===== config.mk =====
export PLATFORM = sky130hd
export DESIGN_NAME = cmd_engine_top
export DESIGN_NICKNAME = d
export VERILOG_FILES = /design/src/cmd_pkg.sv /design/src/sync_fifo.sv /design/src/cmd_decoder.sv /design/src/alu_execute.sv /design/src/result_stage.sv /design/src/cmd_engine_top.sv
export SDC_FILE = /design/constraint.sdc
export NUM_CORES = 1
export LEC_CHECK = 0
export BUFFER_PORTS_ARGS = -buffer_cell sky130_fd_sc_hd__buf_2
export CORE_ASPECT_RATIO = 0.6
export CORE_UTILIZATION = 40
export CTS_CLUSTER_DIAMETER = 50
export DETAILED_ROUTE_END_ITERATION = 16
export PLACE_DENSITY_LB_ADDON = 0.25
export RECOVER_POWER = 100
export SYNTH_ARGS = -nofsm -noshare
export SYNTH_HDL_FRONTEND = slang
export SYNTH_HIERARCHICAL = 1
export SYNTH_SLANG_ARGS = --single-unit

===== constraint.sdc =====
create_clock -name clk_i -period 7.8 [get_ports clk_i]
set_clock_uncertainty 0.05 [all_clocks]
set_input_delay 2.34 -clock clk_i [delete_from_list [all_inputs] [get_ports clk_i]]
set_output_delay 2.34 -clock clk_i [all_outputs]
set_load 0.005 [all_outputs]

===== src/cmd_pkg.sv =====
// Shared definitions for the command engine: command word views, operation codes
// and the bit layout of the result word. Imported by every stage and the top level.
package cmd_pkg;

    // word sizes
    localparam int unsigned CmdWidth   = 16;
    localparam int unsigned ValueWidth = 16;
    localparam int unsigned TagWidth   = 4;
    localparam int unsigned ResWidth   = 22;

    // result word layout, value in the low bits
    localparam int unsigned ValueLsb = 0;
    localparam int unsigned ValueMsb = 15;
    localparam int unsigned ZeroBit  = 16;
    localparam int unsigned CarryBit = 17;
    localparam int unsigned TagLsb   = 18;
    localparam int unsigned TagMsb   = 21;

    // bit 15 of a command selects the format
    localparam logic FmtAcc = 1'b1;

    typedef logic [5:0]  operand_t;
    typedef logic [12:0] imm_t;

    // shifts use the low 4 bits of operand b, mov passes operand a
    typedef enum logic [2:0] {
        ADD, SUB, AND, OR, XOR, SHL, SHR, MOV
    } arith_op_e;

    typedef enum logic [1:0] {
        ACC_ADD, ACC_LOAD, ACC_READ, ACC_CLEAR
    } acc_op_e;

    typedef struct packed {
        logic      fmt;
        arith_op_e op;
        operand_t  a;
        operand_t  b;
    } arith_cmd_t;

    typedef struct packed {
        logic    fmt;
        acc_op_e op;
        imm_t    imm;
    } acc_cmd_t;

    // both views cover the same 16 bits
    typedef union packed {
        arith_cmd_t arith;
        acc_cmd_t   acc;
    } cmd_word_t;

endpackage


===== src/sync_fifo.sv =====
// Registered circular-buffer FIFO with push/pop strobes and full/empty levels.
// Used for both the command queue and the result queue of the engine.
module sync_fifo #(
    parameter int unsigned DATA_WIDTH = 16,
    parameter int unsigned DEPTH      = 4
) (
    input  logic                       clk_i,
    input  logic                       rst_ni,
    input  logic                       flush_i,
    input  logic                       push_i,
    input  logic [DATA_WIDTH-1:0]      data_i,
    input  logic                       pop_i,
    output logic                       full_o,
    output logic                       empty_o,
    output logic [$clog2(DEPTH+1)-1:0] usage_o,
    output logic [DATA_WIDTH-1:0]      data_o
);
    localparam int unsigned AddrWidth = (DEPTH > 1) ? $clog2(DEPTH) : 1;
    localparam int unsigned CntWidth  = $clog2(DEPTH + 1);
    localparam logic [AddrWidth-1:0] LastAddr = AddrWidth'(DEPTH - 1);

    // read and write pointers, wrapping at DEPTH
    logic [AddrWidth-1:0] rd_ptr_q, rd_ptr_d;
    logic [AddrWidth-1:0] wr_ptr_q, wr_ptr_d;
    // fill level, one bit wider than the pointers so full is visible
    logic [CntWidth-1:0]  cnt_q, cnt_d;
    logic                 do_push;
    logic                 do_pop;

    // storage
    logic [DATA_WIDTH-1:0] mem_q [DEPTH];

    assign full_o  = (cnt_q == CntWidth'(DEPTH));
    assign empty_o = (cnt_q == '0);
    assign usage_o = cnt_q;
    assign data_o  = mem_q[rd_ptr_q];

    // requests against the wrong level are dropped
    assign do_push = push_i & ~full_o;
    assign do_pop  = pop_i & ~empty_o;

    always_comb begin
        rd_ptr_d = rd_ptr_q;
        wr_ptr_d = wr_ptr_q;
        cnt_d    = cnt_q;

        if (do_push) begin
            wr_ptr_d = (wr_ptr_q == LastAddr) ? '0 : wr_ptr_q + 1'b1;
        end

        if (do_pop) begin
            rd_ptr_d = (rd_ptr_q == LastAddr) ? '0 : rd_ptr_q + 1'b1;
        end

        // push and pop together leave the level unchanged
        if (do_push && !do_pop) begin
            cnt_d = cnt_q + 1'b1;
        end else if (do_pop && !do_push) begin
            cnt_d = cnt_q - 1'b1;
        end
    end

    always_ff @(posedge clk_i or negedge rst_ni) begin
        if (!rst_ni) begin
            rd_ptr_q <= '0;
            wr_ptr_q <= '0;
            cnt_q    <= '0;
        end else if (flush_i) begin
            // flush empties the queue, stored data is simply abandoned
            rd_ptr_q <= '0;
            wr_ptr_q <= '0;
            cnt_q    <= '0;
        end else begin
            rd_ptr_q <= rd_ptr_d;
            wr_ptr_q <= wr_ptr_d;
            cnt_q    <= cnt_d;
        end
    end

    // write port, only on an accepted push
    always_ff @(posedge clk_i) begin
        if (do_push) begin
            mem_q[wr_ptr_q] <= data_i;
        end
    end

endmodule


===== src/cmd_decoder.sv =====
// Decode stage: pops the command FIFO and registers the fields of the selected
// format together with a stage valid bit. Holds its register while stalled.
module cmd_decoder import cmd_pkg::*; (
    input  logic                clk_i,
    input  logic                rst_ni,
    input  logic                flush_i,
    input  logic [CmdWidth-1:0] fifo_data_i,
    input  logic                fifo_empty_i,
    input  logic                stall_i,
    output logic                fifo_pop_o,
    output logic                dec_valid_o,
    output logic                dec_is_acc_o,
    output arith_op_e           dec_arith_op_o,
    output acc_op_e             dec_acc_op_o,
    output operand_t            dec_a_o,
    output operand_t            dec_b_o,
    output imm_t                dec_imm_o
);
    // the FIFO head seen through both command formats
    cmd_word_t cmd;

    assign cmd = fifo_data_i;

    // take the head whenever the stage can move on
    assign fifo_pop_o = ~fifo_empty_i & ~stall_i;

    always_ff @(posedge clk_i or negedge rst_ni) begin
        if (!rst_ni) begin
            dec_valid_o <= 1'b0;
        end else if (flush_i) begin
            dec_valid_o <= 1'b0;
        end else if (!stall_i) begin
            // empty FIFO leaves a bubble
            dec_valid_o <= ~fifo_empty_i;
        end
    end

    // decoded fields
    always_ff @(posedge clk_i) begin
        if (fifo_pop_o) begin
            dec_is_acc_o <= (cmd.acc.fmt == FmtAcc);
            if (cmd.acc.fmt == FmtAcc) begin
                dec_acc_op_o <= cmd.acc.op;
                dec_imm_o    <= cmd.acc.imm;
            end else begin
                dec_arith_op_o <= cmd.arith.op;
                dec_a_o        <= cmd.arith.a;
                dec_b_o        <= cmd.arith.b;
            end
        end
    end

endmodule


===== src/alu_execute.sv =====
// Execute stage: computes the arithmetic result or updates the accumulator,
// then registers value and carry for the result stage.
module alu_execute import cmd_pkg::*; (
    input  logic                  clk_i,
    input  logic                  rst_ni,
    input  logic                  flush_i,
    input  logic                  stall_i,
    input  logic                  dec_valid_i,
    input  logic                  dec_is_acc_i,
    input  arith_op_e             dec_arith_op_i,
    input  acc_op_e               dec_acc_op_i,
    input  operand_t              dec_a_i,
    input  operand_t              dec_b_i,
    input  imm_t                  dec_imm_i,
    output logic                  exe_valid_o,
    output logic [ValueWidth-1:0] exe_value_o,
    output logic                  exe_carry_o
);
    // operands widened to the value size
    logic [ValueWidth-1:0] a_ext;
    logic [ValueWidth-1:0] b_ext;
    logic [ValueWidth-1:0] imm_ext;
    // 17 bit sum or difference, top bit is carry or borrow
    logic [ValueWidth:0]   sum_wide;
    logic [ValueWidth-1:0] acc_q, acc_d;
    logic [ValueWidth-1:0] value_d;
    logic                  carry_d;
    logic                  acc_update;

    assign a_ext   = ValueWidth'(dec_a_i);
    assign b_ext   = ValueWidth'(dec_b_i);
    assign imm_ext = ValueWidth'(dec_imm_i);

    // accumulator moves only with a valid acc command that advances
    assign acc_update = dec_valid_i & dec_is_acc_i & ~stall_i & ~flush_i;

    always_comb begin
        acc_d    = acc_q;
        value_d  = '0;
        carry_d  = 1'b0;
        sum_wide = '0;
        if (dec_is_acc_i) begin
            case (dec_acc_op_i)
                ACC_ADD: begin
                    sum_wide = {1'b0, acc_q} + {1'b0, imm_ext};
                    acc_d    = sum_wide[ValueWidth-1:0];
                    carry_d  = sum_wide[ValueWidth];
                end
                ACC_LOAD:  acc_d = imm_ext;
                ACC_CLEAR: acc_d = '0;
                default:   acc_d = acc_q;
            endcase
            // every acc op reports the new accumulator
            value_d = acc_d;
        end else begin
            case (dec_arith_op_i)
                ADD, SUB: begin
                    sum_wide = (dec_arith_op_i == SUB) ? {1'b0, a_ext} - {1'b0, b_ext}
                                                       : {1'b0, a_ext} + {1'b0, b_ext};
                    value_d  = sum_wide[ValueWidth-1:0];
                    carry_d  = sum_wide[ValueWidth];
                end
                AND:     value_d = a_ext & b_ext;
                OR:      value_d = a_ext | b_ext;
                XOR:     value_d = a_ext ^ b_ext;
                SHL:     value_d = a_ext << b_ext[3:0];
                SHR:     value_d = a_ext >> b_ext[3:0];
                default: value_d = a_ext;
            endcase
        end
    end

    always_ff @(posedge clk_i or negedge rst_ni) begin
        if (!rst_ni) begin
            exe_valid_o <= 1'b0;
            acc_q       <= '0;
        end else begin
            if (flush_i) begin
                exe_valid_o <= 1'b0;
            end else if (!stall_i) begin
                exe_valid_o <= dec_valid_i;
            end
            if (acc_update) begin
                acc_q <= acc_d;
            end
        end
    end

    // result payload, held during a stall
    always_ff @(posedge clk_i) begin
        if (!stall_i) begin
            exe_value_o <= value_d;
            exe_carry_o <= carry_d;
        end
    end

endmodule


===== src/result_stage.sv =====
// Result stage: adds the zero flag, carry and a sequence tag to the value and
// pushes the word into the result FIFO, stalling the pipeline when it is full.
module result_stage import cmd_pkg::*; (
    input  logic                  clk_i,
    input  logic                  rst_ni,
    input  logic                  exe_valid_i,
    input  logic [ValueWidth-1:0] exe_value_i,
    input  logic                  exe_carry_i,
    input  logic                  res_full_i,
    output logic                  res_push_o,
    output logic [ResWidth-1:0]   res_word_o,
    output logic                  stall_o
);
    // sequence tag, wraps at 16
    logic [TagWidth-1:0] tag_q;

    assign res_push_o = exe_valid_i & ~res_full_i;
    // a waiting result holds both earlier stages
    assign stall_o    = exe_valid_i & res_full_i;

    // result word fields
    assign res_word_o[ValueMsb:ValueLsb] = exe_value_i;
    assign res_word_o[ZeroBit]           = (exe_value_i == '0);
    assign res_word_o[CarryBit]          = exe_carry_i;
    assign res_word_o[TagMsb:TagLsb]     = tag_q;

    always_ff @(posedge clk_i or negedge rst_ni) begin
        if (!rst_ni) begin
            tag_q <= '0;
        end else if (res_push_o) begin
            tag_q <= tag_q + 1'b1;
        end
    end

endmodule


===== src/cmd_engine_top.sv =====
// Command engine top level: command FIFO, decode, execute and result stages,
// and the result FIFO the host pops from.
module cmd_engine_top import cmd_pkg::*; #(
    parameter int unsigned CmdDepth = 4,
    parameter int unsigned ResDepth = 4
) (
    input  logic                          clk_i,
    input  logic                          rst_ni,
    input  logic                          flush_i,
    input  logic [CmdWidth-1:0]           cmd_i,
    input  logic                          cmd_push_i,
    input  logic                          res_pop_i,
    output logic                          cmd_full_o,
    output logic [ResWidth-1:0]           res_o,
    output logic                          res_empty_o,
    output logic [$clog2(ResDepth+1)-1:0] res_usage_o
);
    // command FIFO to decoder
    logic [CmdWidth-1:0]   cmd_data;
    logic                  cmd_empty;
    logic                  cmd_pop;
    // decoder to execute
    logic                  dec_valid;
    logic                  dec_is_acc;
    arith_op_e             dec_arith_op;
    acc_op_e               dec_acc_op;
    operand_t              dec_a;
    operand_t              dec_b;
    imm_t                  dec_imm;
    // execute to result stage
    logic                  exe_valid;
    logic [ValueWidth-1:0] exe_value;
    logic                  exe_carry;
    // result stage to result FIFO
    logic                  res_push;
    logic [ResWidth-1:0]   res_word;
    logic                  res_full;
    logic                  stall;

    sync_fifo #(
        .DATA_WIDTH (CmdWidth),
        .DEPTH      (CmdDepth)
    ) i_cmd_fifo (
        .clk_i   (clk_i),
        .rst_ni  (rst_ni),
        .flush_i (flush_i),
        .push_i  (cmd_push_i),
        .data_i  (cmd_i),
        .pop_i   (cmd_pop),
        .full_o  (cmd_full_o),
        .empty_o (cmd_empty),
        .usage_o (),
        .data_o  (cmd_data)
    );

    cmd_decoder i_decoder (
        .clk_i          (clk_i),
        .rst_ni         (rst_ni),
        .flush_i        (flush_i),
        .fifo_data_i    (cmd_data),
        .fifo_empty_i   (cmd_empty),
        .stall_i        (stall),
        .fifo_pop_o     (cmd_pop),
        .dec_valid_o    (dec_valid),
        .dec_is_acc_o   (dec_is_acc),
        .dec_arith_op_o (dec_arith_op),
        .dec_acc_op_o   (dec_acc_op),
        .dec_a_o        (dec_a),
        .dec_b_o        (dec_b),
        .dec_imm_o      (dec_imm)
    );

    alu_execute i_execute (
        .clk_i          (clk_i),
        .rst_ni         (rst_ni),
        .flush_i        (flush_i),
        .stall_i        (stall),
        .dec_valid_i    (dec_valid),
        .dec_is_acc_i   (dec_is_acc),
        .dec_arith_op_i (dec_arith_op),
        .dec_acc_op_i   (dec_acc_op),
        .dec_a_i        (dec_a),
        .dec_b_i        (dec_b),
        .dec_imm_i      (dec_imm),
        .exe_valid_o    (exe_valid),
        .exe_value_o    (exe_value),
        .exe_carry_o    (exe_carry)
    );

    result_stage i_result (
        .clk_i       (clk_i),
        .rst_ni      (rst_ni),
        .exe_valid_i (exe_valid),
        .exe_value_i (exe_value),
        .exe_carry_i (exe_carry),
        .res_full_i  (res_full),
        .res_push_o  (res_push),
        .res_word_o  (res_word),
        .stall_o     (stall)
    );

    sync_fifo #(
        .DATA_WIDTH (ResWidth),
        .DEPTH      (ResDepth)
    ) i_res_fifo (
        .clk_i   (clk_i),
        .rst_ni  (rst_ni),
        .flush_i (flush_i),
        .push_i  (res_push),
        .data_i  (res_word),
        .pop_i   (res_pop_i),
        .full_o  (res_full),
        .empty_o (res_empty_o),
        .usage_o (res_usage_o),
        .data_o  (res_o)
    );

endmodule


## After elaboration in Yosys (flattened, before gate mapping)

Memory sizes are Yosys's and may differ from the RTL's.
Index checks and enable logic that the tools add are counted.
W data, S select, Z words.

- Add/sub/neg operators: 12
- Multipliers: 0
- Divide/modulo/power cells: 0
- $lt $le $gt $ge: 0
- Equality and inequality tests: 15
- Shift operators: 2
- Mux-type cells: 33
- Bitwise gates (word level): 20
- Reductions and logical operators: 23

Operators with widths:

| cell | count |
|---|---|
| $pmux W16 S6 | 1 |
| $pmux W16 S3 | 1 |
| $mux W2 | 12 |
| $mux W3 | 6 |
| $add A16 B13 Y17 | 1 |
| $mux W17 | 1 |
| $logic_not A16 Y1 | 1 |
| $mux W16 | 1 |
| $shl A6 B4 Y16 | 1 |
| $shr A6 B4 Y16 | 1 |
| $eq A3 B3 Y1 const B | 5 |
| $mux W1 | 11 |
| $and A1 B1 Y1 | 10 |
| $eq A2 B2 Y1 const B | 5 |
| $logic_not A3 Y1 | 3 |
| $add A2 B1 Y2 const B | 4 |
| $reduce_bool A2 Y1 | 4 |
| $add A6 B6 Y7 | 1 |
| $not A1 Y1 | 7 |
| $sub A6 B6 Y7 | 1 |
| $add A3 B1 Y3 const B | 2 |
| $and A6 B6 Y6 | 1 |
| $eq A3 B2 Y1 const B | 2 |
| $or A6 B6 Y6 | 1 |
| other kinds (12) | 22 |

- Bits in registers: 84
- Bits in latches: 0
- Memory bits (writable): 152
- Memory bits (read-only): 0
- Bits of input ports: 21
- Output and inout bits: 27
- Word-level logic and storage cells: 125
- Memories kept: 2

Memories:

| memory | words | bits a word | rd ports | clocked after memory_dff | write ports | line | RTL |
|---|---|---|---|---|---|---|---|
| i_res_fifo.mem_q | 4 | 22 | 1 | 0 | 1 | sync_fifo.sv:31 | `logic [DATA_WIDTH-1:0] mem_q [DEPTH];` |
| i_cmd_fifo.mem_q | 4 | 16 | 1 | 0 | 1 | sync_fifo.sv:31 |  |

## Longest topological paths before layout

- Depth in word-level cells: 9
- Mapped depth: 13
- Gate-level depth less buffers: 11

## Hierarchy

The synthesis kept the hierarchy.

By module, submodules not included:

| module | times used | cells each | area an instance (sq um) |
|---|---|---|---|
| sync_fifo at i_res_fifo | 1 | 176 | 3744.8 |
| alu_execute | 1 | 449 | 3612.2 |
| sync_fifo at i_cmd_fifo | 1 | 145 | 2885.3 |
| cmd_decoder | 1 | 38 | 987.2 |
| result_stage | 1 | 36 | 379.1 |

## Worst setup path after synthesis

OpenSTA, ideal clock, no wires.

- Path kind: input to register
- From: input res_pop_i
- To: register i_res_fifo.cnt_q[2] (netlist: i_res_fifo/usage_o[2])
- Setup time: 66 ps
- Arrival time: 3758 ps
- Required time: 7684 ps
- Path slack: 3926 ps
- Stages on the path: 7
- Path buffers: 1
- Cell sequence: buf_2 -> o21a_1 -> nor3_1 -> fa_1 -> a21bo_2 -> a311oi_1 -> o311a_1

- Word-level cells in the longest chain between the ends: 5
- Elaborated cells on any way between the ends: 7
- Those cells by class: mux (2); bitwise (1); reduce/logical (4)

Ends and longest elaborated chain:

| item | line | RTL |
|---|---|---|
| from (decl) | cmd_engine_top.sv:12 | `input logic res_pop_i,` |
| $and A1 B1 Y1 * | sync_fifo.sv:40 | `assign do_pop = pop_i & ~empty_o;` |
| $logic_not A1 Y1 | sync_fifo.sv:56 | `if (do_push && !do_pop) begin` |
| $logic_and A1 B1 Y1 | sync_fifo.sv:56 |  |
| $mux W3 | sync_fifo.sv:56 |  |
| $mux W3 | sync_fifo.sv:68 | `end else if (flush_i) begin` |
| to (signal assigned) | sync_fifo.sv:76 | `cnt_q <= cnt_d;` |
| to (decl) | sync_fifo.sv:26 | `logic [CntWidth-1:0] cnt_q, cnt_d;` |

Every way passes the cells marked *; elsewhere a longest branch is shown, timed or not.
A chain may end at the register's enable or synchronous reset.

## Worst setup path after layout

- From: register i_res_fifo.rd_ptr_q[1]
- To: output res_o[13]

- Word-level cells in the longest chain between the ends: 1

Ends and longest elaborated chain:

| item | line | RTL |
|---|---|---|
| from (decl) | sync_fifo.sv:23 | `logic [AddrWidth-1:0] rd_ptr_q, rd_ptr_d;` |
| from (signal assigned) | sync_fifo.sv:74 | `rd_ptr_q <= rd_ptr_d;` |
| $mem_v2 Z4 W22 | - |  |
| to (decl) | cmd_engine_top.sv:14 | `output logic [ResWidth-1:0] res_o,` |

Every way passes these cells.

==> results_dict.tcl <==
set metrics [dict create \
    min-delay-start "i_execute/exe_carry_o$_DFFE_PN_" \
    h-tree-depth 1 \
    die_h_um 134.0 \
    clkTransAtPathRegs_ns 0.06 \
    r2r_slack_ns 3.86 \
    p_clk_share_pct 22.1 \
    yosysMostFrequentCell "edfxtp_1" \
    grt_pass1_wl_um 39690 \
    ff_latch_area_mm2 0.006907 \
    tns_ns 0 \
    path_max_fanout 24 \
    fin_crit_sh_pct 58.90 \
    gr-total-overflow 0 \
    clkSinkCount 236 \
    layout_setup_ws_ns 3.205 \
    syn_to_final_growth_pct 9.344 \
    routabilityCongestion 0.8795 \
    holdPathEnd "i_res_fifo/mem_q[1][17]$_DFFE_PP_" \
    syn_area_per_cell_um2 13.75 \
    syn_nets 915 \
    synthTopCellsByArea "edfxtp_1, dfrtp_1, mux4_2" \
    ys_ff_latch 236 \
    switching_power_mw 1.857 \
    drv_cap 1 \
    arrival_ns 2.20 \
    crit_path_top_delay_cell "dfrtp_1" \
    synth_top_area_share_pct 51.74 \
    max_freq_mhz 217.7 \
    syn-cell-area_mm2 0.01161 \
    rr_worst_depth 9 \
    via_per_inst 5.642 \
    finalSetupViolCount 0 \
    numCtsBuffers 24 \
    fin_area_mm2 0.01269 \
    num_antenna_cells 0 \
    dp_hpwl_um 17270 \
    synth_seq_area_share_pct 59.50 \
    cp_num_buf_inv 1 \
    worst_skew_pair.late_latency_ns 0.52 \
    worstReg2RegEnd "i_execute/exe_value_o[12]$_DFFE_PN_" \
    power_frac_seq_pct 40.9 \
    fin_crit_ns 4.595 \
    worstSetupEndpointType "output pin" \
    dr.pass1.iters 5 \
    power_mw 4.994 \
    status "finished, violations left" \
    hold_depth 0 \
    drt-total-wl_um 24910 \
    ys_warn_count 6 \
    coreArea_mm2 0.02805 \
    rr_startpoint "i_decoder/dec_b_o[2]$_DFFE_PP_" \
    vdd_drop_max_v 0.0001945 \
    grt_pass1_vias 6855 \
    grt_usage_pct 17.14 \
    fillerInstances 2474 \
    synthArstFlopShare_pct 15.25 \
    synth.largest_area_cell "edfxtp_1" \
    cts_tree "built" \
    ant_nets 0 \
    drc 0 \
    path_cells "mux4_2 > buf_2" \
    numPortBuffers 47 \
    cp-start-kind "flop" \
    die-area_mm2 0.02973 \
    swShare_pct 37.17 \
    p_leak_nw 4.548 \
    placementRows 47 \
    pwr-share-comb_pct 36.9 \
    hold_path.class "flop to flop" \
    slew_headroom_pct -38.98 \
    powerDensity_mw_per_mm2 393.5 \
    nets 941 \
    violations "capacitance limit, slew limit" \
    postCtsSetupBuffers 0 \
    crit_family "flip-flops" \
    worstPathRequired_ns 5.41 \
    tightest_slew_ns 2.085 \
    cts_buffer_depth 3 \
    synth_common_cells "edfxtp_1, nand2_1, a21oi_1" \
    vias 7081 \
    multi_input_area_mm2 0.004169 \
    criticalPathCategory "flop to output pin" \
    placed_cells 1211 \
    dp_slack_ns 3.575 \
    holdBufCountCts 0 \
    placed_area_mm2 0.01202 \
    layout-drive-gt1-share_pct 12.61 \
    ys.flop_type "edfxtp_1" \
    grt_max_degree 37 \
    max_stage_delay_ns 1.07 \
    internal_power_mw 3.138 \
    hold_viol 0 \
    rsz0062_at_grt "no" \
    design.portCount 48 \
    finalMaxSlewViolations 37 \
    synth_cells 844 \
    antenna_found_initial 0 \
    final_cells 1255 \
    start_util_pct 41.38 \
    die_w_um 221.9 \
    cts_resized 0 \
    ys_types 76 \
    drt_iter0_markers 746 \
    root_buffer "clkbuf_16" \
    wire_per_inst_um 19.85 \
    synth_edf_count 200 \
]
-- routing by layer --
layer	share of wire, %	up-vias	wire length [um]	global-route usage [%]
li1	-	3297	-	-
met1	52	3512	12910	28.60
met2	39	240	9807	22.59
met3	7.1	32	1759	3.023
met4	1.7	0	430	3.704
met5	0	-	0	0
-- metrics by stage --
stage	utilization, %	hold WS, ns
final	45.25	0.4633
after global routing	45.25	0.4876
after CTS	45.57	0.4649
after detailed placement	42.86	0.4496
after global placement	42.86	0.4430
after floorplan	-	0.4177
-- kinds of logic (layout without fill, tap and decap cells) --
family	count (synthesis)	in the layout	synth area share, %
buf+inv	94	138	4.204
xor+xnor	13	13	1.046
fa+ha+maj	50	50	5.712
compound gates	192	192	11.04
simple gates	197	197	8.763
mux	62	62	9.743
flops	236	236	59.50
-- final cells by class --
cell class / instances / area share (%)
clock buffers: 31 / 5.106
clock inverters: 13 / 0.8970
inverters: 39 / 1.153
multi-input cells: 514 / 32.84
flip-flops and latches: 236 / 54.41
well taps: 367 / 3.618
repair buffers: 55 / 1.971
-- sequential cells by signal, summed over array words and instances (netlist names), 3 cells and up --
register,count
i_cmd_fifo/mem_q,64
i_cmd_fifo/usage_o,3
i_decoder/dec_a_o,6
i_decoder/dec_arith_op_o,3
i_decoder/dec_b_o,6
i_decoder/dec_imm_o,13
i_execute/acc_q,16
i_execute/exe_value_o,16
i_res_fifo/mem_q,88
i_res_fifo/usage_o,3
i_result/tag_q,4
-- power by group through the flow --
stage / registers [mW] / clock network (mW) / logic, mW
6_report: 2.05 / 1.10 / 1.85
5_1_grt: 2.09 / 1.18 / 2.04
4_1_cts: 2.04 / 1.14 / 1.86
3_5_place_dp: 2.07 / 0 / 1.85
3_3_place_gp: 2.06 / 0 / 1.84
2_1_floorplan: 1.90 / 0 / 1.50
-- layout by cell type, fill, tap and decap left out, types with 14 or more instances in the layout --
master / instances
edfxtp_1: 200
nor2_1: 48
ha_1: 45
a21oi_1: 53
inv_1: 37
dfrtp_1: 36
buf_2: 14
nand2_1: 56
clkbuf_16: 25
clkbuf_1: 40
nor3_1: 15
mux2i_1: 17
nand3_1: 14
o21ai_0: 47
mux4_2: 40
-- how the worst max path moves through the flow --
stage	from	endpoint	slack, ns	cells past startpoint
after floorplan	res_pop_i	i_res_fifo/usage_o[2]$_DFFE_PN0P_	3.93	7
after global placement	flush_i	i_execute/acc_q[9]$_DFFE_PN0P_	3.60	5
after detailed placement	flush_i	i_execute/acc_q[9]$_DFFE_PN0P_	3.57	5
after CTS	i_res_fifo/rd_ptr_q[1]$_DFFE_PN0P_	res_o[12]	3.14	2
after global routing	i_res_fifo/rd_ptr_q[1]$_DFFE_PN0P_	res_o[13]	3.11	2
final	i_res_fifo/rd_ptr_q[1]$_DFFE_PN0P_	res_o[13]	3.21	2
(Power assumes the default switching activity.)
